## src/verilog/fp_sum_pkg.sv

```systemverilog
package fp_sum_pkg;

    // ======================================================================
    // widths
    // ======================================================================

    // operands per item.
    localparam int LANES = 8;

    // single-precision fields.
    localparam int EXP_W  = 8;
    localparam int FRAC_W = 23;
    localparam int WORD_W = 1 + EXP_W + FRAC_W;

    // implicit one, three headroom bits, fraction.
    localparam int MANT_W = 27;

    // signed accumulator for the eight-way sum.
    localparam int SUM_W = 32;

    // bit index into a SUM_W value.
    localparam int LEAD_W = 5;

    // ======================================================================
    // types
    // ======================================================================

    typedef logic [WORD_W-1:0] fp_word_t;

    // one item, lane 0 in the low word.
    typedef fp_word_t [LANES-1:0] fp_word_vec_t;

    typedef logic [EXP_W-1:0] exp_t;

    typedef logic [MANT_W-1:0] mant_t;

    typedef logic signed [SUM_W-1:0] sum_t;

    typedef logic [LEAD_W-1:0] lead_t;

endpackage

```

## src/verilog/fp_lanes_if.sv

```systemverilog
interface fp_lanes_if;
    import fp_sum_pkg::*;

    // item strobe, one level per item.
    logic valid;

    // unpacked fields, one entry per lane.
    logic  [LANES-1:0] sign;
    exp_t  [LANES-1:0] exp;
    mant_t [LANES-1:0] mant;

    // decode side.
    modport source (
        output valid,
        output sign,
        output exp,
        output mant
    );

    // execute side.
    modport sink (
        input valid,
        input sign,
        input exp,
        input mant
    );

endinterface

```

## src/verilog/lead_one_find.sv

```systemverilog
module lead_one_find (
    input  fp_sum_pkg::sum_t  value,
    output fp_sum_pkg::lead_t pos
);
    import fp_sum_pkg::*;

    // scan upward so the highest set bit wins.
    // zero input leaves pos at 0.
    always_comb begin
        pos = '0;
        for (int i = 0; i < SUM_W; i++) begin
            if (value[i]) begin
                pos = lead_t'(i);
            end
        end
    end

endmodule

```

## src/verilog/fp_unpack.sv

```systemverilog
module fp_unpack (
    input  logic                     clk,
    input  logic                     rst,
    input  logic                     in_valid,
    input  fp_sum_pkg::fp_word_vec_t in_words,
    fp_lanes_if.source               lanes
);
    import fp_sum_pkg::*;

    logic  [LANES-1:0] sign_c;
    exp_t  [LANES-1:0] exp_c;
    mant_t [LANES-1:0] mant_c;

    // ======================================================================
    // field split
    // ======================================================================

    always_comb begin
        for (int i = 0; i < LANES; i++) begin
            sign_c[i] = in_words[i][WORD_W-1];
            exp_c[i]  = in_words[i][WORD_W-2 -: EXP_W];
            // implicit one always set, denormals not handled.
            mant_c[i] = {{(MANT_W-FRAC_W-1){1'b0}}, 1'b1, in_words[i][FRAC_W-1:0]};
        end
    end

    // ======================================================================
    // stage register
    // ======================================================================

    always_ff @(posedge clk) begin
        if (rst) begin
            lanes.valid <= 1'b0;
        end else begin
            lanes.valid <= in_valid;
        end
    end

    always_ff @(posedge clk) begin
        lanes.sign <= sign_c;
        lanes.exp  <= exp_c;
        lanes.mant <= mant_c;
    end

endmodule

```

## src/verilog/fp_align_sum.sv

```systemverilog
module fp_align_sum (
    input  logic             clk,
    input  logic             rst,
    fp_lanes_if.sink         lanes,
    output logic             sum_valid,
    output fp_sum_pkg::sum_t sum,
    output fp_sum_pkg::exp_t max_exp
);
    import fp_sum_pkg::*;

    exp_t  lvl1 [LANES/2];
    exp_t  lvl2 [LANES/4];
    exp_t  max_exp_c;
    exp_t  diff [LANES];
    mant_t shifted [LANES];
    sum_t  term [LANES];
    sum_t  sum_c;

    // ======================================================================
    // largest exponent
    // ======================================================================

    always_comb begin
        for (int i = 0; i < LANES/2; i++) begin
            lvl1[i] = (lanes.exp[2*i] > lanes.exp[2*i+1]) ? lanes.exp[2*i]
                                                          : lanes.exp[2*i+1];
        end
        for (int i = 0; i < LANES/4; i++) begin
            lvl2[i] = (lvl1[2*i] > lvl1[2*i+1]) ? lvl1[2*i] : lvl1[2*i+1];
        end
        max_exp_c = (lvl2[0] > lvl2[1]) ? lvl2[0] : lvl2[1];
    end

    // ======================================================================
    // align and add
    // ======================================================================

    always_comb begin
        sum_c = '0;
        for (int i = 0; i < LANES; i++) begin
            diff[i] = max_exp_c - lanes.exp[i];
            // truncating shift, bits below the lsb are lost.
            shifted[i] = lanes.mant[i] >> diff[i];
            term[i] = lanes.sign[i] ? -sum_t'(shifted[i]) : sum_t'(shifted[i]);
            sum_c = sum_c + term[i];
        end
    end

    always_ff @(posedge clk) begin
        if (rst) begin
            sum_valid <= 1'b0;
        end else begin
            sum_valid <= lanes.valid;
        end
    end

    always_ff @(posedge clk) begin
        sum     <= sum_c;
        max_exp <= max_exp_c;
    end

    // tree result must dominate every lane.
    for (genvar g = 0; g < LANES; g++) begin : g_shift_chk
        a_shift_range: assert property (
            @(posedge clk) disable iff (rst)
            lanes.valid |-> (diff[g] <= max_exp_c)
        );
    end

endmodule

```

## src/verilog/fp_normalize_pack.sv

```systemverilog
module fp_normalize_pack (
    input  logic                 clk,
    input  logic                 rst,
    input  logic                 sum_valid,
    input  fp_sum_pkg::sum_t     sum,
    input  fp_sum_pkg::exp_t     max_exp,
    output logic                 out_valid,
    output fp_sum_pkg::fp_word_t out_word
);
    import fp_sum_pkg::*;

    logic     sign_c;
    sum_t     mag;
    lead_t    lead;
    sum_t     norm;
    exp_t     exp_c;
    fp_word_t word_c;

    // ======================================================================
    // magnitude and leading one
    // ======================================================================

    assign sign_c = sum[SUM_W-1];
    assign mag    = sign_c ? -sum : sum;

    lead_one_find u_lead (
        .value (mag),
        .pos   (lead)
    );

    // ======================================================================
    // normalize and pack
    // ======================================================================

    always_comb begin
        // bring the leading one to bit FRAC_W.
        if (lead > lead_t'(FRAC_W)) begin
            norm = mag >> (lead - lead_t'(FRAC_W));
        end else begin
            norm = mag << (lead_t'(FRAC_W) - lead);
        end
        exp_c = max_exp + exp_t'(lead) - exp_t'(FRAC_W);
        if (mag == '0) begin
            word_c = '0;
        end else begin
            word_c = {sign_c, exp_c, norm[FRAC_W-1:0]};
        end
    end

    always_ff @(posedge clk) begin
        if (rst) begin
            out_valid <= 1'b0;
        end else begin
            out_valid <= sum_valid;
        end
    end

    always_ff @(posedge clk) begin
        out_word <= word_c;
    end

    // nonzero totals end with the leading one on bit FRAC_W.
    a_norm_lead: assert property (
        @(posedge clk) disable iff (rst)
        (sum_valid && mag != '0) |-> ((norm >> FRAC_W) == sum_t'(1))
    );

endmodule

```

## src/verilog/fp_sum8.sv

```systemverilog
module fp_sum8 (
    input  logic                     clk,
    input  logic                     rst,
    input  logic                     in_valid,
    input  fp_sum_pkg::fp_word_vec_t in_words,
    output logic                     out_valid,
    output fp_sum_pkg::fp_word_t     out_word
);
    import fp_sum_pkg::*;

    logic sum_valid;
    sum_t sum;
    exp_t max_exp;

    // decode to execute.
    fp_lanes_if lanes ();

    // ======================================================================
    // three stage pipeline, one item per cycle
    // ======================================================================

    fp_unpack u_unpack (
        .clk      (clk),
        .rst      (rst),
        .in_valid (in_valid),
        .in_words (in_words),
        .lanes    (lanes.source)
    );

    fp_align_sum u_align_sum (
        .clk       (clk),
        .rst       (rst),
        .lanes     (lanes.sink),
        .sum_valid (sum_valid),
        .sum       (sum),
        .max_exp   (max_exp)
    );

    fp_normalize_pack u_normalize_pack (
        .clk       (clk),
        .rst       (rst),
        .sum_valid (sum_valid),
        .sum       (sum),
        .max_exp   (max_exp),
        .out_valid (out_valid),
        .out_word  (out_word)
    );

endmodule

```

## config.mk

```make
export PLATFORM = sky130hd
export DESIGN_NAME = fp_sum8
export DESIGN_NICKNAME = d
export VERILOG_FILES = /design/src/verilog/fp_sum_pkg.sv /design/src/verilog/fp_lanes_if.sv /design/src/verilog/lead_one_find.sv /design/src/verilog/fp_unpack.sv /design/src/verilog/fp_align_sum.sv /design/src/verilog/fp_normalize_pack.sv /design/src/verilog/fp_sum8.sv
export SDC_FILE = /design/constraint.sdc
export NUM_CORES = 2
export LEC_CHECK = 0
export BUFFER_PORTS_ARGS = -buffer_cell sky130_fd_sc_hd__buf_4
export CAP_MARGIN = 20
export CORE_UTILIZATION = 40
export DETAILED_ROUTE_END_ITERATION = 8
export PLACE_DENSITY = 0.63
export RECOVER_POWER = 25
export SYNTH_ARGS = -nofsm -noshare
export SYNTH_HDL_FRONTEND = slang
export SYNTH_HIERARCHICAL = 1
export SYNTH_SLANG_ARGS = --single-unit
```

## constraint.sdc

```tcl
create_clock -name clk -period 43.7 [get_ports clk]
set_input_delay 4.37 -clock clk [delete_from_list [all_inputs] [get_ports clk]]
set_output_delay 4.37 -clock clk [all_outputs]
set_load 0.005 [all_outputs]
```

**Yosys cells after proc, flatten, opt, wreduce, memory -nomap -nowiden**

Cells that the tools add are included.

- Register bits after elaboration: 331
- Bits of input ports: 259
- Output and inout port bits: 33
- Logic and storage cells: 118

- Add/sub/neg operators: 28
- $lt $le $gt $ge: 8
- Shift-type cells: 10
- Muxes and demuxes: 48
- Reductions and logical operators: 1

Operators by type and width:

| kind | number |
|---|---|
| two-way mux 32 bit | 9 |
| negation 27 -> 32 bit | 8 |
| adder 32 bit | 7 |
| >> shifter 24 x 8 -> 27 bit | 8 |
| two-way mux 5 bit | 30 |
| subtractor 8 bit | 8 |
| greater-than comparator 8 bit | 7 |
| two-way mux 8 bit | 7 |
| zero test 32 bit | 1 |
| negation 32 bit | 1 |
| left shift 32 x 5 -> 23 bit | 1 |
| >> shifter 32 x 5 -> 23 bit | 1 |
| two-way mux 23 bit | 1 |
| adder 8 x 5 -> 8 bit | 1 |
| subtractor 8 x 5 -> 8 bit (second input constant) | 1 |
| greater-than comparator 5 bit (second input constant) | 1 |
| subtractor 5 bit (first input constant) | 1 |
| subtractor 5 bit (second input constant) | 1 |
| two-way mux 1 bit | 1 |

**Depth between registers and ports, before layout**

- Word-level depth: 36
- Depth in mapped cells: 75
- Depth with buffers taken out: 71

**Cells and area by module**

The synthesis kept the hierarchy.

By module, submodules not included:

| module | instances | cells each | area an instance (µm²) | sequential area each (µm²) |
|---|---|---|---|---|
| fp_align_sum | 1 | 3915 | 29004.1 | 820.8 |
| fp_normalize_pack | 1 | 850 | 6117.1 | 660.6 |
| fp_unpack | 1 | 292 | 5406.4 | 5144.9 |
| lead_one_find | 1 | 60 | 352.8 | 0.0 |

**Worst setup path before layout**

No wires, ideal clock.

- Path kind: reg2reg
- Start: register u_unpack.lanes.exp[41]
- End: register u_align_sum.sum[31]
- Setup time: 0.136 ns
- Arrival time: 14.437 ns
- Required time: 43.564 ns
- Slack: 29.127 ns
- Cell stages (with the launch flop): 63
- Path buffers: 4
- Clock period less this slack: 14.573 ns
- Path through: dfxtp_1 inv_1 ha_1 nor2b_1 o2111ai_2 a21oi_1 o21ai_0 clkbuf_1 nor2_1 a21oi_1 inv_1 ha_1 and4_1 and2_1 nand3_2 o21ai_0 o21a_1 clkbuf_1 (+27 left out) ha_1 a21o_1 a21oi_1 o21ai_0 a21oi_1 o21a_1 o21ai_0 o41ai_1 o21ai_0 or4_1 nand2_1 o211ai_1 a31oi_1 nor2b_1 o21a_1 nor4_1 o41ai_1 xor2_1

- Cells in the longest elaborated chain, start to end: 17
- Elaborated cells on any way between the ends: 45
- Those cells by class: add/sub (23); order compare (3); shift (8); mux (11)

RTL lines:

| what | line | RTL |
|---|---|---|
| start: declaration | fp_lanes_if.sv:16 | `output exp,` |
| start signal: assignment | fp_unpack.sv:41 | `lanes.exp <= exp_c;` |
| greater-than comparator 8 bit | fp_align_sum.sv:25 | `lvl1[i] = (lanes.exp[2*i] > lanes.exp[2*i+1]) ? lanes.exp[2*i]` |
| two-way mux 8 bit (*) | fp_align_sum.sv:25 |  |
| greater-than comparator 8 bit | fp_align_sum.sv:29 | `lvl2[i] = (lvl1[2*i] > lvl1[2*i+1]) ? lvl1[2*i] : lvl1[2*i+1];` |
| two-way mux 8 bit (*) | fp_align_sum.sv:29 |  |
| greater-than comparator 8 bit | fp_align_sum.sv:31 | `max_exp_c = (lvl2[0] > lvl2[1]) ? lvl2[0] : lvl2[1];` |
| two-way mux 8 bit (*) | fp_align_sum.sv:31 |  |
| net u_align_sum.max_exp_c[1] | fp_align_sum.sv:13 | `exp_t max_exp_c;` |
| subtractor 8 bit | fp_align_sum.sv:41 | `diff[i] = max_exp_c - lanes.exp[i];` |
| >> shifter 24 x 8 -> 27 bit | fp_align_sum.sv:43 | `shifted[i] = lanes.mant[i] >> diff[i];` |
| negation 27 -> 32 bit | fp_align_sum.sv:44 | `term[i] = lanes.sign[i] ? -sum_t'(shifted[i]) : sum_t'(shifted[i]);` |
| two-way mux 32 bit | fp_align_sum.sv:44 |  |
| adder 32 bit (6 in series) | fp_align_sum.sv:45 | `sum_c = sum_c + term[i];` |
| adder 32 bit (*) | fp_align_sum.sv:45 |  |
| net u_align_sum.sum_c[31] | fp_align_sum.sv:17 | `sum_t sum_c;` |
| end signal: assignment | fp_align_sum.sv:58 | `sum <= sum_c;` |
| end: declaration | fp_align_sum.sv:6 | `output fp_sum_pkg::sum_t sum,` |

The timed path passes the listed nets; every way through them passes the cells marked *.
A chain may end at the register's enable or synchronous reset.

**Worst setup path after layout**

- Start: register u_unpack.lanes.exp[9]
- End: register u_align_sum.sum[31]

- Cells in the longest elaborated chain, start to end: 17
- Elaborated cells on any way between the ends: 45
- Those cells by class: add/sub (23); order compare (3); shift (8); mux (11)

RTL lines:

| what | line |
|---|---|
| greater-than comparator 8 bit | fp_align_sum.sv:25 |
| two-way mux 8 bit | fp_align_sum.sv:25 |
| greater-than comparator 8 bit | fp_align_sum.sv:29 |
| two-way mux 8 bit | fp_align_sum.sv:29 |
| greater-than comparator 8 bit | fp_align_sum.sv:31 |
| two-way mux 8 bit | fp_align_sum.sv:31 |
| subtractor 8 bit | fp_align_sum.sv:41 |
| >> shifter 24 x 8 -> 27 bit | fp_align_sum.sv:43 |
| negation 27 -> 32 bit | fp_align_sum.sv:44 |
| two-way mux 32 bit | fp_align_sum.sv:44 |
| adder 32 bit (6 in series) | fp_align_sum.sv:45 |
| adder 32 bit (*) | fp_align_sum.sv:45 |
| net u_align_sum.sum_c[31] | fp_align_sum.sv:17 |

Marked as above.

==> results.toml <==
[run_status]
outcome = "finished clean"

[clock_network]
cts_tree = "yes"
post_cts_buffers = 0
cts_resized = 0
holdBufCountCts = 0
cts.htree.levels = 2
cts_made_buffers = 39
cts.root.buffer_cell = "clkbuf_16"
cts_buffer_depth = 3
clk_pin_slew_ps = 60
clkLatencyLatePin_ps = 610
cts.sinks = 331

[drt]
vias = 38738
drc = 0
drt-pass1-iter-count = 6
detail_route.wl_per_cell_um = 21.6
vias_per_cell = 5.84
ant_nets = 0
drt_wl_total_mm = 143
drt_iter0_drc = 3803

[layout]
multiInputGateArea_um2 = 31800
final_nets = 5860
fill_cells = 10186
area_growth_pct = 11.7
mostFrequentLayoutCell = "nand2_1"
final_cells = 6628
drive_gt1_share_pct = 13.3
diodes = 0
seqCellArea_um2 = 6630
layout_common_cells = "nand2_1 (562), mux2i_1 (468), nor2_1 (422)"

[global_routing]
grt_remaining_overflow = 0
grt_pass1_wl_mm = 219
grt_max_degree = 65
grt_pass1_vias = 36820
track_usage_pct = 27.1
antenna_found_initial = 0

[worst_setup_path]
reg2reg_depth = 62
path_max_fanout = 22
critical-path-max-stage-delay_ps = 760
path_common_cell = "o21ai_0"
r2r_end = "u_align_sum/sum[31]$_DFF_P_"
required_ps = 44180
cp.arrival_ps = 17590
start_kind = "flop"
reg2reg_setup_slack_ps = 26590
end_kind = "flop"
crit_type = "flop to flop"
slowest_stage = "mux2i_1"
r2r-start = "u_unpack/lanes.exp[9]$_DFF_P_"

[sta]
setup_viol = 0
fin_crit_sh_pct = 39.1
max_slew_margin_pct = 26.3
min_period_ps = 17110
worst_pin_slew_ps = 1100
rsz0062_at_grt = "no"
max_freq_mhz = 58.5
skew_ps = 25.8
hold_viol = 0
setup_tns_ps = 0
drv_slew = 0

[logic_synthesis]
yosysWarnings = 6
ys_seq_area_share_pct = 16.2
synth_area_per_cell_um2 = 7.99
synthXorXnorAreaFrac_pct = 5.86
synthFlopType = "dfxtp_1"
synthMuxAreaShare_pct = 18.0
synth_cells = 5117
synthDistinctLibCells = 117
synthesis.area_um2 = 40900
synth_fa_ha_area_share_pct = 14.5
synthSimpleGateAreaFrac_pct = 19.1
synth_top_family_by_area = "compound AO/OA/AOI/OAI gates"
synth_compound_area_share_pct = 19.5
synth-seq-cells = 331
synthArstFlopShare_pct = 0
synth-edff-count = 0

[die]
die_area_um2 = 103000
die_w_um = 322
die_h_um = 322
start_util_pct = 40.6
rows = 116
fp.coreArea_um2 = 101000
io_pins = 292

[place]
numPortBuffers = 291
dp_cells = 6556
gp_congestion = 1.02
dpl.hpwl_mm = 117

[hold_path]
hp-class = "flop to flop"
worstHoldPathCells = 1
worst_hold_path.endpoint = "u_normalize_pack/out_valid$_SDFF_PP0_"
hold_start = "u_align_sum/sum_valid$_SDFF_PP0_"

[run]
drv_cap = 0
[how the worst max path moves through the flow]
stage                                   start                          end
2_1_floorplan  u_unpack/lanes.exp[41]$_DFF_P_  u_align_sum/sum[31]$_DFF_P_
3_3_place_gp   u_unpack/lanes.exp[39]$_DFF_P_  u_align_sum/sum[31]$_DFF_P_
3_5_place_dp    u_unpack/lanes.exp[9]$_DFF_P_  u_align_sum/sum[31]$_DFF_P_
4_1_cts         u_unpack/lanes.exp[9]$_DFF_P_  u_align_sum/sum[31]$_DFF_P_
5_1_grt         u_unpack/lanes.exp[9]$_DFF_P_  u_align_sum/sum[31]$_DFF_P_
6_report        u_unpack/lanes.exp[9]$_DFF_P_  u_align_sum/sum[31]$_DFF_P_
[cells in the mapped netlist (all sizes together) (17+ instances only)]
| cell type | number | area share, % |
|---|---|---|
| a211o | 17 | 0.36 |
| a211oi | 54 | 0.99 |
| a21boi | 27 | 0.50 |
| a21o | 50 | 0.92 |
| a21oi | 283 | 3.5 |
| a31oi | 46 | 0.70 |
| and2 | 48 | 0.74 |
| and3 | 39 | 0.60 |
| buf | 102 | 1.4 |
| clkbuf | 213 | 2.0 |
| dfxtp | 331 | 16 |
| fa | 192 | 9.4 |
| ha | 167 | 5.1 |
| inv | 368 | 3.4 |
| mux2 | 44 | 1.2 |
| mux2i | 470 | 12 |
| mux4 | 95 | 5.2 |
| nand2 | 562 | 5.2 |
| nand2b | 61 | 0.93 |
| nand3 | 107 | 1.4 |
| nand4 | 32 | 0.51 |
| nor2 | 425 | 3.9 |
| nor2b | 66 | 1.0 |
| nor3 | 109 | 1.4 |
| nor4 | 37 | 0.69 |
| o2111ai | 19 | 0.42 |
| o211ai | 41 | 0.79 |
| o21a | 39 | 0.72 |
| o21ai | 333 | 4.1 |
| o22ai | 44 | 0.67 |
| o31a | 18 | 0.39 |
| o31ai | 50 | 0.93 |
| or2 | 36 | 0.55 |
| or3 | 54 | 0.83 |
| or4 | 25 | 0.49 |
| xnor2 | 158 | 3.4 |
| xor2 | 101 | 2.2 |
[registers in the layout, summed over array words and instances, names as in the netlist]
signal                      count
u_align_sum/max_exp             8
u_align_sum/sum                32
u_align_sum/sum_valid           1
u_normalize_pack/out_valid      1
u_normalize_pack/out_word      32
u_unpack/lanes.exp             64
u_unpack/lanes.mant           184
u_unpack/lanes.sign             8
u_unpack/lanes.valid            1
[logic make-up after synthesis]
family                     after synthesis
muxes                                  609
xor gates and xnor gates               264
other                                    2
AOI/OAI and AO/OA                     1224
DFF                                    331
buffers and inverters                  686
and+or+nand+nor                       1642
adders and majority gates              359
[stage by stage]
step	hold slack [ps]	instance area, um2	setup WS (ps)	utilization (%)
after global routing	465	45600	25580	45.3
after floorplan	414	41000	29130	-
after global placement	420	44300	27240	44.0
after CTS	443	45600	26900	45.3
after detailed placement	432	44300	26980	44.0
final	439	45600	26590	45.3
[layer usage]
layer	GRT usage (%)	wire length, um	vias up	share of wire [%]
met3	4.05	10500	227	7.3
met5	0	0	-	0
met2	43.8	65000	1574	45
met1	36.6	62100	18478	43
met4	9.84	5460	0	3.8
li1	-	-	18459	-
[cell type report]
cell class	count	area share, %
Timing Repair Buffer	369	6.09
Tap cell	1357	3.72
Clock buffer	47	2.29
Sequential cell	331	14.5
Inverter	371	3.06
Clock inverter	23	0.609
Multi-Input combinational cell	4130	69.7
[critical path: cells and delay by family, from the launching register on]
family	cells	cell delay (ps)
XOR/XNOR	3	570
adder cells (fa/ha/maj)	11	4180
multiplexers	1	760
AO/OA/AOI/OAI	32	8130
AND/OR/NAND/NOR	11	2380
buffers and inverters	4	560
flip-flops	1	380
Power is not shown: default switching activity piles up to over one toggle a cycle in this logic, so the estimate is an artifact.
